### src/source/nice_pkg.sv
// NICE coprocessor shared definitions
package nice_pkg;

  //////////////////////////////////////////////////
  // Widths and row geometry
  //////////////////////////////////////////////////

  // Data and address width
  localparam int unsigned XLEN       = 32;
  // Words held in one row
  localparam int unsigned ROW_LEN    = 3;
  localparam int unsigned ROW_IDX_W  = 2;
  // Byte step between consecutive words
  localparam int unsigned WORD_BYTES = 4;
  // Memory size code for a full word
  localparam logic [1:0]  SIZE_WORD  = 2'd2;

  //////////////////////////////////////////////////
  // Instruction encoding
  //////////////////////////////////////////////////

  // Custom-3 major opcode, R-type only
  localparam logic [6:0]  OPC_CUSTOM3 = 7'h7b;
  localparam logic [2:0]  F3_BUF      = 3'b010;
  localparam logic [2:0]  F3_ROWSUM   = 3'b110;
  localparam logic [6:0]  F7_LBUF     = 7'b000_0001;
  localparam logic [6:0]  F7_SBUF     = 7'b000_0010;
  localparam logic [6:0]  F7_ROWSUM   = 7'b000_0110;

  // Decoded operation
  typedef enum logic [2:0] {
    OP_NONE,
    OP_LBUF,
    OP_SBUF,
    OP_ROWSUM,
    OP_ILLEGAL
  } nice_op_e;

  // Sequencer state
  typedef enum logic [1:0] {
    ST_IDLE,
    ST_MEM,
    ST_SUM,
    ST_RESP
  } nice_state_e;

  //////////////////////////////////////////////////
  // Channel payloads
  //////////////////////////////////////////////////

  typedef struct packed {
    logic [XLEN-1:0] inst;
    logic [XLEN-1:0] rs1;
  } nice_req_t;

  typedef struct packed {
    logic [XLEN-1:0] addr;
    logic            read;
    logic [XLEN-1:0] wdata;
    logic [1:0]      size;
  } nice_icb_cmd_t;

  typedef struct packed {
    logic [XLEN-1:0] rdata;
    logic            err;
  } nice_icb_rsp_t;

endpackage
### src/source/nice_core.sv
// NICE coprocessor top level
`timescale 1ns/1ps

module nice_core (
  input  logic                          nice_clk,
  input  logic                          nice_rst_n,
  // Instruction request
  input  logic                          nice_req_valid,
  output logic                          nice_req_ready,
  input  nice_pkg::nice_req_t           nice_req,
  // Instruction result
  output logic                          nice_rsp_valid,
  input  logic                          nice_rsp_ready,
  output logic [nice_pkg::XLEN-1:0]     nice_rsp_rdat,
  output logic                          nice_rsp_err,
  // Memory command
  output logic                          nice_icb_cmd_valid,
  input  logic                          nice_icb_cmd_ready,
  output nice_pkg::nice_icb_cmd_t       nice_icb_cmd,
  // Memory response
  input  logic                          nice_icb_rsp_valid,
  output logic                          nice_icb_rsp_ready,
  input  nice_pkg::nice_icb_rsp_t       nice_icb_rsp,
  // Status towards the core pipeline
  output logic                          nice_mem_holdup,
  output logic                          nice_active
);
  import nice_pkg::*;

  // Strobes from the sequencer
  nice_op_e             op;
  logic                 acc_start;
  logic                 cmd_fire;
  logic                 rsp_fire;
  logic [ROW_IDX_W-1:0] cmd_idx;
  logic [ROW_IDX_W-1:0] rsp_idx;
  // Row buffer results
  logic [XLEN-1:0]      rd_word;
  logic [XLEN-1:0]      sum_value;
  logic                 sum_done;

  // Responses are always taken, in command order
  assign nice_icb_rsp_ready = 1'b1;

  nice_seq u_nice_seq (
    .nice_clk           (nice_clk),
    .nice_rst_n         (nice_rst_n),
    .nice_req_valid     (nice_req_valid),
    .nice_req_ready     (nice_req_ready),
    .nice_req           (nice_req),
    .nice_rsp_valid     (nice_rsp_valid),
    .nice_rsp_ready     (nice_rsp_ready),
    .nice_rsp_rdat      (nice_rsp_rdat),
    .nice_rsp_err       (nice_rsp_err),
    .nice_icb_cmd_valid (nice_icb_cmd_valid),
    .nice_icb_cmd_ready (nice_icb_cmd_ready),
    .nice_icb_rsp_valid (nice_icb_rsp_valid),
    .icb_err            (nice_icb_rsp.err),
    .nice_mem_holdup    (nice_mem_holdup),
    .nice_active        (nice_active),
    .sum_done           (sum_done),
    .sum_value          (sum_value),
    .op                 (op),
    .acc_start          (acc_start),
    .cmd_fire           (cmd_fire),
    .rsp_fire           (rsp_fire),
    .cmd_idx            (cmd_idx),
    .rsp_idx            (rsp_idx)
  );

  nice_row_buf u_nice_row_buf (
    .nice_clk   (nice_clk),
    .nice_rst_n (nice_rst_n),
    .op         (op),
    .acc_start  (acc_start),
    .rsp_fire   (rsp_fire),
    .rsp_idx    (rsp_idx),
    .cmd_idx    (cmd_idx),
    .rsp_data   (nice_icb_rsp.rdata),
    .rd_word    (rd_word),
    .sum_value  (sum_value),
    .sum_done   (sum_done)
  );

  nice_mem_port u_nice_mem_port (
    .nice_clk     (nice_clk),
    .nice_rst_n   (nice_rst_n),
    .op           (op),
    .acc_start    (acc_start),
    .nice_req     (nice_req),
    .cmd_fire     (cmd_fire),
    .rd_word      (rd_word),
    .nice_icb_cmd (nice_icb_cmd)
  );

endmodule

### src/source/nice_mem_port.sv
// NICE memory command port
`timescale 1ns/1ps

module nice_mem_port (
  input  logic                      nice_clk,
  input  logic                      nice_rst_n,
  input  nice_pkg::nice_op_e        op,
  input  logic                      acc_start,
  input  nice_pkg::nice_req_t       nice_req,
  input  logic                      cmd_fire,
  input  logic [nice_pkg::XLEN-1:0] rd_word,
  output nice_pkg::nice_icb_cmd_t   nice_icb_cmd
);
  import nice_pkg::*;

  logic [XLEN-1:0] addr_q;
  logic            is_store;

  //////////////////////////////////////////////////
  // Address register
  //////////////////////////////////////////////////

  // Base from rs1 at acceptance, then one word per issued command
  always_ff @(posedge nice_clk or negedge nice_rst_n)
  begin
    if (!nice_rst_n)
      addr_q <= '0;
    else if (acc_start)
      addr_q <= nice_req.rs1;
    else if (cmd_fire)
      addr_q <= addr_q + XLEN'(WORD_BYTES);
  end

  //////////////////////////////////////////////////
  // Command fields
  //////////////////////////////////////////////////

  // Only sbuf writes
  assign is_store = (op == OP_SBUF);

  always_comb
  begin
    nice_icb_cmd.addr  = addr_q;
    nice_icb_cmd.read  = !is_store;
    // Write data follows the command index through rd_word
    nice_icb_cmd.wdata = is_store ? rd_word : '0;
    // Always full words
    nice_icb_cmd.size  = SIZE_WORD;
  end

endmodule

### src/source/nice_row_buf.sv
// NICE row buffer and accumulator
`timescale 1ns/1ps

module nice_row_buf (
  input  logic                           nice_clk,
  input  logic                           nice_rst_n,
  input  nice_pkg::nice_op_e             op,
  input  logic                           acc_start,
  input  logic                           rsp_fire,
  input  logic [nice_pkg::ROW_IDX_W-1:0] rsp_idx,
  input  logic [nice_pkg::ROW_IDX_W-1:0] cmd_idx,
  input  logic [nice_pkg::XLEN-1:0]      rsp_data,
  output logic [nice_pkg::XLEN-1:0]      rd_word,
  output logic [nice_pkg::XLEN-1:0]      sum_value,
  output logic                           sum_done
);
  import nice_pkg::*;

  logic [XLEN-1:0]      row_q [ROW_LEN];
  logic                 lbuf_we;
  logic                 rcv_valid_q;
  logic [XLEN-1:0]      rcv_data_q;
  logic [ROW_IDX_W-1:0] rcv_idx_q;
  logic [XLEN-1:0]      acc_q;

  // Load writes straight from the memory response
  assign lbuf_we = rsp_fire && (op == OP_LBUF);

  //////////////////////////////////////////////////
  // Receive stage for rowsum
  //////////////////////////////////////////////////

  always_ff @(posedge nice_clk or negedge nice_rst_n)
  begin
    if (!nice_rst_n)
      rcv_valid_q <= 1'b0;
    else
      rcv_valid_q <= rsp_fire && (op == OP_ROWSUM);
  end

  // Word and its row position, one cycle behind the response
  always_ff @(posedge nice_clk)
  begin
    if (rsp_fire)
    begin
      rcv_data_q <= rsp_data;
      rcv_idx_q  <= rsp_idx;
    end
  end

  //////////////////////////////////////////////////
  // Storage and sum
  //////////////////////////////////////////////////

  always_ff @(posedge nice_clk)
  begin
    if (lbuf_we)
      row_q[rsp_idx] <= rsp_data;
    else if (rcv_valid_q)
      row_q[rcv_idx_q] <= row_q[rcv_idx_q] + rcv_data_q;
  end

  // Running sum includes the word now in the receive register
  assign sum_value = acc_q + rcv_data_q;

  always_ff @(posedge nice_clk)
  begin
    if (acc_start)
      acc_q <= '0;
    else if (rcv_valid_q)
      acc_q <= sum_value;
  end

  // High while the last word of the row is being added
  assign sum_done = rcv_valid_q && (rcv_idx_q == ROW_IDX_W'(ROW_LEN - 1));

  // Store data, quiet once the row is exhausted
  assign rd_word = (cmd_idx < ROW_IDX_W'(ROW_LEN)) ? row_q[cmd_idx] : '0;

  // A pending rowsum add must never spill into a store
  a_no_write_in_sbuf: assert property (@(posedge nice_clk) disable iff (!nice_rst_n)
    (op == OP_SBUF) |-> !rcv_valid_q)
    else $error("row buffer written during sbuf");

endmodule

### src/source/nice_seq.sv
// NICE instruction sequencer
`timescale 1ns/1ps

module nice_seq (
  input  logic                          nice_clk,
  input  logic                          nice_rst_n,
  input  logic                          nice_req_valid,
  output logic                          nice_req_ready,
  input  nice_pkg::nice_req_t           nice_req,
  output logic                          nice_rsp_valid,
  input  logic                          nice_rsp_ready,
  output logic [nice_pkg::XLEN-1:0]     nice_rsp_rdat,
  output logic                          nice_rsp_err,
  output logic                          nice_icb_cmd_valid,
  input  logic                          nice_icb_cmd_ready,
  input  logic                          nice_icb_rsp_valid,
  input  logic                          icb_err,
  output logic                          nice_mem_holdup,
  output logic                          nice_active,
  input  logic                          sum_done,
  input  logic [nice_pkg::XLEN-1:0]     sum_value,
  output nice_pkg::nice_op_e            op,
  output logic                          acc_start,
  output logic                          cmd_fire,
  output logic                          rsp_fire,
  output logic [nice_pkg::ROW_IDX_W-1:0] cmd_idx,
  output logic [nice_pkg::ROW_IDX_W-1:0] rsp_idx
);
  import nice_pkg::*;

  nice_state_e          state_q;
  nice_state_e          state_d;
  nice_op_e             op_dec;
  logic [6:0]           opcode;
  logic [2:0]           func3;
  logic [6:0]           func7;
  logic                 req_fire;
  logic                 out_fire;
  logic                 rsp_last;
  logic [ROW_IDX_W-1:0] cmd_cnt_q;
  logic [ROW_IDX_W-1:0] rsp_cnt_q;
  logic                 err_q;
  logic [XLEN-1:0]      rdat_q;

  //////////////////////////////////////////////////
  // Decode
  //////////////////////////////////////////////////

  assign opcode = nice_req.inst[6:0];
  assign func3  = nice_req.inst[14:12];
  assign func7  = nice_req.inst[31:25];

  // Anything not recognised is answered with an error
  always_comb
  begin
    op_dec = OP_ILLEGAL;
    if (opcode == OPC_CUSTOM3)
    begin
      if (func3 == F3_BUF && func7 == F7_LBUF)
        op_dec = OP_LBUF;
      else if (func3 == F3_BUF && func7 == F7_SBUF)
        op_dec = OP_SBUF;
      else if (func3 == F3_ROWSUM && func7 == F7_ROWSUM)
        op_dec = OP_ROWSUM;
    end
  end

  //////////////////////////////////////////////////
  // Handshakes
  //////////////////////////////////////////////////

  // Requests only in idle, independent of memory readiness
  assign nice_req_ready = (state_q == ST_IDLE);
  assign req_fire       = nice_req_valid & nice_req_ready;
  assign acc_start      = req_fire & (op_dec != OP_ILLEGAL);
  assign out_fire       = nice_rsp_valid & nice_rsp_ready;

  // Command issue stops once the whole row is out
  assign nice_icb_cmd_valid = (state_q == ST_MEM) && (cmd_cnt_q < ROW_IDX_W'(ROW_LEN));
  assign cmd_fire           = nice_icb_cmd_valid & nice_icb_cmd_ready;
  assign rsp_fire           = (state_q == ST_MEM) & nice_icb_rsp_valid;
  assign rsp_last           = rsp_fire && (rsp_cnt_q == ROW_IDX_W'(ROW_LEN - 1));

  //////////////////////////////////////////////////
  // State machine
  //////////////////////////////////////////////////

  always_comb
  begin
    state_d = state_q;
    case (state_q)
      ST_IDLE:
      begin
        if (req_fire)
          state_d = (op_dec == OP_ILLEGAL) ? ST_RESP : ST_MEM;
      end
      ST_MEM:
      begin
        // Rowsum still has the receive stage and final add ahead
        if (rsp_last)
          state_d = (op == OP_ROWSUM) ? ST_SUM : ST_RESP;
      end
      ST_SUM:
      begin
        if (sum_done)
          state_d = ST_RESP;
      end
      ST_RESP:
      begin
        if (out_fire)
          state_d = ST_IDLE;
      end
      default:
        state_d = ST_IDLE;
    endcase
  end

  always_ff @(posedge nice_clk or negedge nice_rst_n)
  begin
    if (!nice_rst_n)
    begin
      state_q   <= ST_IDLE;
      op        <= OP_NONE;
      cmd_cnt_q <= '0;
      rsp_cnt_q <= '0;
      err_q     <= 1'b0;
    end
    else
    begin
      state_q <= state_d;
      // Operation is held until the result is taken
      if (req_fire)
        op <= op_dec;
      else if (out_fire)
        op <= OP_NONE;
      if (acc_start)
        cmd_cnt_q <= '0;
      else if (cmd_fire)
        cmd_cnt_q <= cmd_cnt_q + 1'b1;
      if (acc_start)
        rsp_cnt_q <= '0;
      else if (rsp_fire)
        rsp_cnt_q <= rsp_cnt_q + 1'b1;
      // Sticky error over the whole instruction
      if (req_fire)
        err_q <= (op_dec == OP_ILLEGAL);
      else if (rsp_fire && icb_err)
        err_q <= 1'b1;
    end
  end

  // Result data, zero unless a rowsum completes
  always_ff @(posedge nice_clk)
  begin
    if (req_fire)
      rdat_q <= '0;
    else if (state_q == ST_SUM && sum_done)
      rdat_q <= sum_value;
  end

  assign nice_rsp_valid  = (state_q == ST_RESP);
  assign nice_rsp_rdat   = rdat_q;
  assign nice_rsp_err    = err_q;
  assign nice_mem_holdup = (state_q == ST_MEM) || (state_q == ST_SUM);
  assign nice_active     = (state_q != ST_IDLE) || nice_req_valid;
  assign cmd_idx         = cmd_cnt_q;
  assign rsp_idx         = rsp_cnt_q;

  // Memory commands belong to the three memory instructions only
  a_cmd_in_mem: assert property (@(posedge nice_clk) disable iff (!nice_rst_n)
    nice_icb_cmd_valid |-> (op inside {OP_LBUF, OP_SBUF, OP_ROWSUM}))
    else $error("memory command outside a memory instruction");

  // Whole row is issued before the result is offered
  a_row_issued: assert property (@(posedge nice_clk) disable iff (!nice_rst_n)
    (nice_rsp_valid && op != OP_ILLEGAL) |-> (cmd_cnt_q == ROW_IDX_W'(ROW_LEN)))
    else $error("result offered before the row was issued");

endmodule

### config.mk
export PLATFORM = sky130hd
export DESIGN_NAME = nice_core
export DESIGN_NICKNAME = d
export VERILOG_FILES = /design/src/source/nice_pkg.sv /design/src/source/nice_core.sv /design/src/source/nice_mem_port.sv /design/src/source/nice_row_buf.sv /design/src/source/nice_seq.sv
export SDC_FILE = /design/constraint.sdc
export NUM_CORES = 1
export LEC_CHECK = 0
export ABC_CLOCK_PERIOD_IN_PS = 5500
export BUFFER_PORTS_ARGS = -buffer_cell sky130_fd_sc_hd__buf_4
export CORE_MARGIN = 2
export CORE_UTILIZATION = 49
export CTS_CLUSTER_DIAMETER = 60
export DETAILED_ROUTE_END_ITERATION = 10
export MAX_ROUTING_LAYER = met4
export PLACE_DENSITY_LB_ADDON = 0.25
export SETUP_SLACK_MARGIN = 0.5
export SLEW_MARGIN = 5
export SYNTH_ARGS = -nofsm -noshare
export SYNTH_HDL_FRONTEND = slang
export SYNTH_SLANG_ARGS = --single-unit
### constraint.sdc
create_clock -name nice_clk -period 5.5 [get_ports nice_clk]
set_input_delay 0.275 -clock nice_clk [delete_from_list [all_inputs] [get_ports nice_clk]]
set_output_delay 0.275 -clock nice_clk [all_outputs]
set_load 0.1 [all_outputs]
After elaboration in Yosys (flattened, before gate mapping)
Memory sizes are Yosys's and may differ from the RTL's. A register that Yosys moved wholly into a read port is not among the register bits.
Index checks and enable logic that the tools add are counted.

storage, ports and cells
  bits in registers = 141
  memories = 1
  bits in writable memories = 96
  output and inout port bits = 106

memory list
  name                  words  bits a word  read ports  clocked after memory_dff  write ports  line                RTL
  u_nice_row_buf.row_q  3      32           2           1                         1            nice_row_buf.sv:19  logic [XLEN-1:0] row_q [ROW_LEN];

operators by class
  multiplexer cells = 32
  eq/ne operators = 20
  $add $sub $neg = 5
  $lt $le $gt $ge = 1
  reduce and logical (&&, ||, !) cells = 21
  bitwise operators = 5

operators by type and width
  operator               number
  $mux 32                5
  $add 32x32->32         2
  $add 32x3->32 const B  1
  $reduce_or 32->1       1
  $mux 2                 11
  $mux 3                 6
  $logic_and 1x1->1      10
  $reduce_bool 2->1      5
  $eq 3x2->1 const B     3
  $mux 1                 9
  $eq 2x2->1 const B     4
  $pmux 2 s4             1
  $eq 7x1->1 const B     1
  $eq 7x2->1 const B     1
  $eq 7x3->1 const B     1
  $eq 7x7->1 const B     1
  $eq 3x3->1 const B     2
  $and 1x1->1            5
  $add 2x1->2 const B    2
  $ne 2x1->1 const B     2
  $ne 2x2->1 const B     2
  $reduce_and 4->1       1
  $eq 3x1->1 const B     1
  $ne 3x3->1 const B     1
  5 further kinds        6

Logic depth before layout (Yosys ltp)
  word-level depth = 10
  mapped depth = 14
  mapped depth without buffers = 12

By module
From an unflattened synthesis, not the netlist that was laid out.

second synthesis, totals
  cells, all modules = 1,544
  area total of the unflattened synthesis = 14,478.9 sq um

modules (own cells, without submodules)
  module         area an instance (sq um)  cells an instance  sequential area each (sq um)  instances
  nice_row_buf   10,481.3                  1,061              4,609.4                       1
  nice_mem_port  2,200.9                   267                800.8                         1
  nice_seq       1,785.5                   214                890.9                         1
  nice_core      11.3                      2                  0.0                           1

Worst setup path after synthesis
Ideal clock, no wire load.

  path type = reg2reg
  start point = register u_nice_seq.state_q[1]
  end point = memory u_nice_row_buf.row_q[0][0] (enable)
  library setup time = 0.470 ns
  clock period less this slack = 5.509 ns
  stages on the path, launching flop included = 9
  arrival = 5.039 ns
  path slack = -0.009 ns
  cell sequence = dfrtp_1 -> inv_1 -> ha_1 -> and2_1 -> clkbuf_1 -> nand2_1 -> or3_1 -> clkbuf_1 -> o31ai_1

on the way
  cells in the longest elaborated chain, start to end = 7
  elaborated cells on any way between the ends = 10
  those cells by class = 1 x eq/ne; 6 x mux; 1 x bitwise; 2 x reduce/logical

RTL lines
  what                                               line                RTL
  from (decl)                                        nice_seq.sv:31      nice_state_e state_q;
  from (signal assigned)                             nice_seq.sv:130     state_q <= state_d;
  $eq 2x1->1 (*)                                     nice_seq.sv:81      assign rsp_fire = (state_q == ST_MEM) & nice_icb_rsp_valid;
  $and 1x1->1 (*)                                    nice_seq.sv:81
  via rsp_fire                                       nice_core.sv:34     logic rsp_fire;
  $logic_and 1x1->1 (*)                              nice_row_buf.sv:27  assign lbuf_we = rsp_fire && (op == OP_LBUF);
  $mux 1                                             nice_row_buf.sv:57  if (lbuf_we)
  $mux 1 (implied by the code)                       nice_row_buf.sv:60  row_q[rcv_idx_q] <= row_q[rcv_idx_q] + rcv_data_q;
  $reduce_or 32->1 (no line)                         --
  $mux 2 (no line) / $mux 1 (equally long branches)  --
  to (decl)                                          nice_row_buf.sv:19

Mark *: on every way through the listed nets, which the timed path passes. The rest lies on a longest branch.

==> impl_metrics.env <==
export IMPL_vias=11962
export IMPL_io_pins=209
export IMPL_grt_pass1_vias=11528
export IMPL_cts_sinks=239
export IMPL_postSynth_asyncResetShare=0.180
export IMPL_finalWorstSetupSlack_ns=1.19
export IMPL_hpwl_um=25900
export IMPL_fin_nets=1898
export IMPL_cts_buffer_depth=3
export IMPL_yosysTopAreaCellShare=0.278
export IMPL_grt_pass1_wl_um=59700
export IMPL_p_per_area_nw_per_um2=409
export IMPL_ys_seq_area_frac=0.449
export IMPL_clkPwrFrac=0.272
export IMPL_clk_pin_slew_worst_paths_ns=0.06
export IMPL_fin_area_sq_um=17400
export IMPL_numCtsBuffers=29
export IMPL_grt_max_degree=96
export IMPL_synth_largest_area_cell="edfxtp_1"
export IMPL_antenna_found_initial=2
export IMPL_rows=61
export IMPL_clockRootBuffer="clkbuf_16"
export IMPL_swShare=0.397
export IMPL_yosys_warnings=0
export IMPL_dpl_cell_area_sq_um=15700
export IMPL_ant_nets=0
export IMPL_htree_levels=1
export IMPL_cts_tree="done"
export IMPL_port_buffers=190
export IMPL_critical_path_max_fanout=23
export IMPL_core_sq_um=28000
export IMPL_status="finished clean"
export IMPL_seq_power_share=0.307
export IMPL_place_congestion=0.889
export IMPL_worstHoldPathType="in2reg"
export IMPL_yosysMostFrequentCell="nand2_1"
export IMPL_pwr_share_comb=0.422
export IMPL_die_h_um=173
export IMPL_intPower_mw=4.29
export IMPL_nFillCells=2331
export IMPL_dp_slack_ns=1.31
export IMPL_wl_per_cell_um=17.8
export IMPL_cp_end_kind="flip-flop"
export IMPL_leakagePower_nw=7.21
export IMPL_fin_util=0.620
export IMPL_cp_start_kind="flip-flop"
export IMPL_syn_avg_cell_area_sq_um=9.31
export IMPL_path_class="reg2reg"
export IMPL_wl_um=37900
export IMPL_fin_crit_sh=0.783
export IMPL_postCtsSetupBuffers=0
export IMPL_drv_slew=0
export IMPL_maxCapViolations=0
export IMPL_drt_pass1_iter_count=7
export IMPL_synth_main_ff_cell="edfxtp_1"
export IMPL_max_freq_mhz=232
export IMPL_synth_edf_count=130
export IMPL_drc=0
export IMPL_yosys_top_cells_area="edfxtp_1 28%, dfxtp_1 9.4%, dfrtp_1 7.7%, ha_1 6.2%, mux2i_1 6.1%"
export IMPL_syn_cell_area_sq_um=14000
export IMPL_finalClockSkew_ns=0.0222
export IMPL_min_period_ns=4.31
export IMPL_multi_input_area_sq_um=7340
export IMPL_cp_required_ns=5.78
export IMPL_synthTopCellsByCount="214 x nand2_1, 144 x nor2_1, 130 x edfxtp_1"
export IMPL_vias_per_cell=5.63
export IMPL_max_slew_margin=0.318
export IMPL_drive_gt1_frac=0.160
export IMPL_postSynthCellCount=1507
export IMPL_worstMarginPinSlew_ns=1.02
export IMPL_r2r_cells=12
export IMPL_yosys_register_bits=239
export IMPL_area_delta_synth_final_pct=23.9
export IMPL_finalHoldViolCount=0
export IMPL_clk_latency_ns=0.55
export IMPL_hold_buffers=66
export IMPL_overflow=0
export IMPL_die_area_sq_um=30000
export IMPL_hold_depth=4
export IMPL_switchingPower_mw=2.82
export IMPL_first_iter_violations=851
export IMPL_post_cts_resized=0
export IMPL_grt_use_total=0.252
export IMPL_ir_drop_mv=0.272
export IMPL_setup_viol=0
export IMPL_rsz0062_at_grt="no"
export IMPL_die_width_um=173
export IMPL_initial_utilization=0.501
export IMPL_crit_arrival_ns=4.59
export IMPL_synth_distinct_cells=82
export IMPL_register_area_sq_um=6310
-- layout make-up --
type                            count  area share
Inverter                           26     0.00562
Clock inverter                     14     0.00950
Clock buffer                       37      0.0464
Multi-Input combinational cell   1159       0.422
Timing Repair Buffer              269       0.126
Antenna cell                        2    0.000288
Tap cell                          378      0.0272
Sequential cell                   239       0.363
-- power groups by stage --
stage	combinational, mW	clock, mW	sequential [mW]
floorplan	2.13	0	2.31
global placement	2.91	0	2.21
detailed placement	2.93	0	2.21
CTS	2.98	1.96	2.18
global route	3.30	2.03	2.19
finish	3.00	1.93	2.18
-- flip-flops by register name (all words and copies together) (netlist names), named ones only --
name and cells:
u_nice_seq.nice_rsp_err 1, u_nice_seq.cmd_idx 2, u_nice_row_buf.rcv_idx_q 2, u_nice_row_buf.acc_q 32, u_nice_row_buf.rcv_data_q 32, u_nice_seq.nice_rsp_rdat 32
u_nice_row_buf.row_q 96, u_nice_row_buf.rcv_valid_q 1, u_nice_mem_port.addr_q 32, u_nice_seq.state_q 2, u_nice_seq.rsp_idx 2, u_nice_seq.op 3
-- through the flow --
stage / TNS, ns / total power, mW / std cells / hold slack (ns)
final: 0 / 7.12 / 2124 / 0.0697
after global routing: 0 / 7.52 / 2124 / 0.111
after CTS: 0 / 7.12 / 2122 / 0.0553
after detailed placement: 0 / 5.14 / 2005 / 0.329
after global placement: 0 / 5.11 / 2005 / 0.325
after floorplan: -0.585 / 4.44 / 1508 / -0.0206
-- cell families after synthesis --
kind of cell,Yosys count,share of synthesized area
XOR/XNOR,78,0.0487
buffers and inverters,110,0.0313
multiplexers,89,0.0641
AND/OR/NAND/NOR,526,0.170
AO/OA/AOI/OAI,392,0.171
adder cells (fa/ha/maj),71,0.0644
flip-flops,239,0.449
other,2,0.000535
-- path summary, 6_finish.rpt --
kind / from / to / slack [ns]
max reg2reg: flip-flop / u_nice_row_buf.row_q[0][22] / 1.19
min: nice_req[57] / u_nice_seq.op[1] / 0.07
min in group asynchronous: nice_rst_n / u_nice_mem_port.addr_q[26] / 0.27
min reg2reg: u_nice_seq.nice_rsp_rdat[14] / u_nice_seq.nice_rsp_rdat[14] / 0.45
max in group asynchronous: nice_rst_n / u_nice_seq.cmd_idx[0] / 4.78
max: flip-flop / u_nice_row_buf.row_q[0][22] / 1.19
-- layer usage --
layer  up-vias  global-route usage  wire, um
met1      5682               0.342     17600
met4         0              0.0579       726
met2       341               0.402     17500
met3        61              0.0361      2140
li1       5878                   -         -
met5         -                   -         0
-- worst max-delay path: stages (launching register included) --
cell	delay [ns]
dfxtp_2	0.57
buf_4	0.50
mux2i_1	0.23
o21ai_0	0.09
ha_1	0.35
a21oi_1	0.19
o21ai_0	0.16
a221oi_2	0.43
o21bai_1	0.20
a21oi_1	0.47
nor3_1	0.13
o31a_1	0.32
o31ai_1	0.40
-- cell usage in the layout, fill, tap and decap left out, types with 5 or more instances in the layout --
| cell type | synthesis | final |
|---|---|---|
| a211oi_1 | 12 | 12 |
| a21o_1 | 44 | 44 |
| a21oi_1 | 112 | 112 |
| a31oi_1 | 14 | 14 |
| and2_1 | 9 | 8 |
| and3_1 | 10 | 10 |
| buf_4 | 6 | 203 |
| clkbuf_16 | 0 | 30 |
| clkinv_2 | 0 | 5 |
| dfrtp_1 | 43 | 41 |
| dfxtp_1 | 66 | 64 |
| dlygate4sd3_1 | 0 | 66 |
| edfxtp_1 | 130 | 130 |
| ha_1 | 69 | 69 |
| inv_1 | 26 | 26 |
| mux2i_1 | 85 | 84 |
| nand2_1 | 214 | 213 |
| nand2b_1 | 6 | 6 |
| nand3_1 | 44 | 44 |
| nand4_1 | 13 | 13 |
| nor2_1 | 144 | 143 |
| nor2b_1 | 11 | 11 |
| nor3_1 | 22 | 21 |
| nor4_1 | 9 | 9 |
| o211ai_1 | 6 | 6 |
| o21a_1 | 6 | 6 |
| o21ai_0 | 123 | 123 |
| o21ai_1 | 7 | 7 |
| o21bai_1 | 13 | 13 |
| o31ai_1 | 12 | 10 |
| or3_1 | 11 | 11 |
| or4_1 | 6 | 6 |
| xnor2_1 | 45 | 45 |
| xor2_1 | 33 | 33 |
No activity file was read; power rests on OpenSTA's default activity.
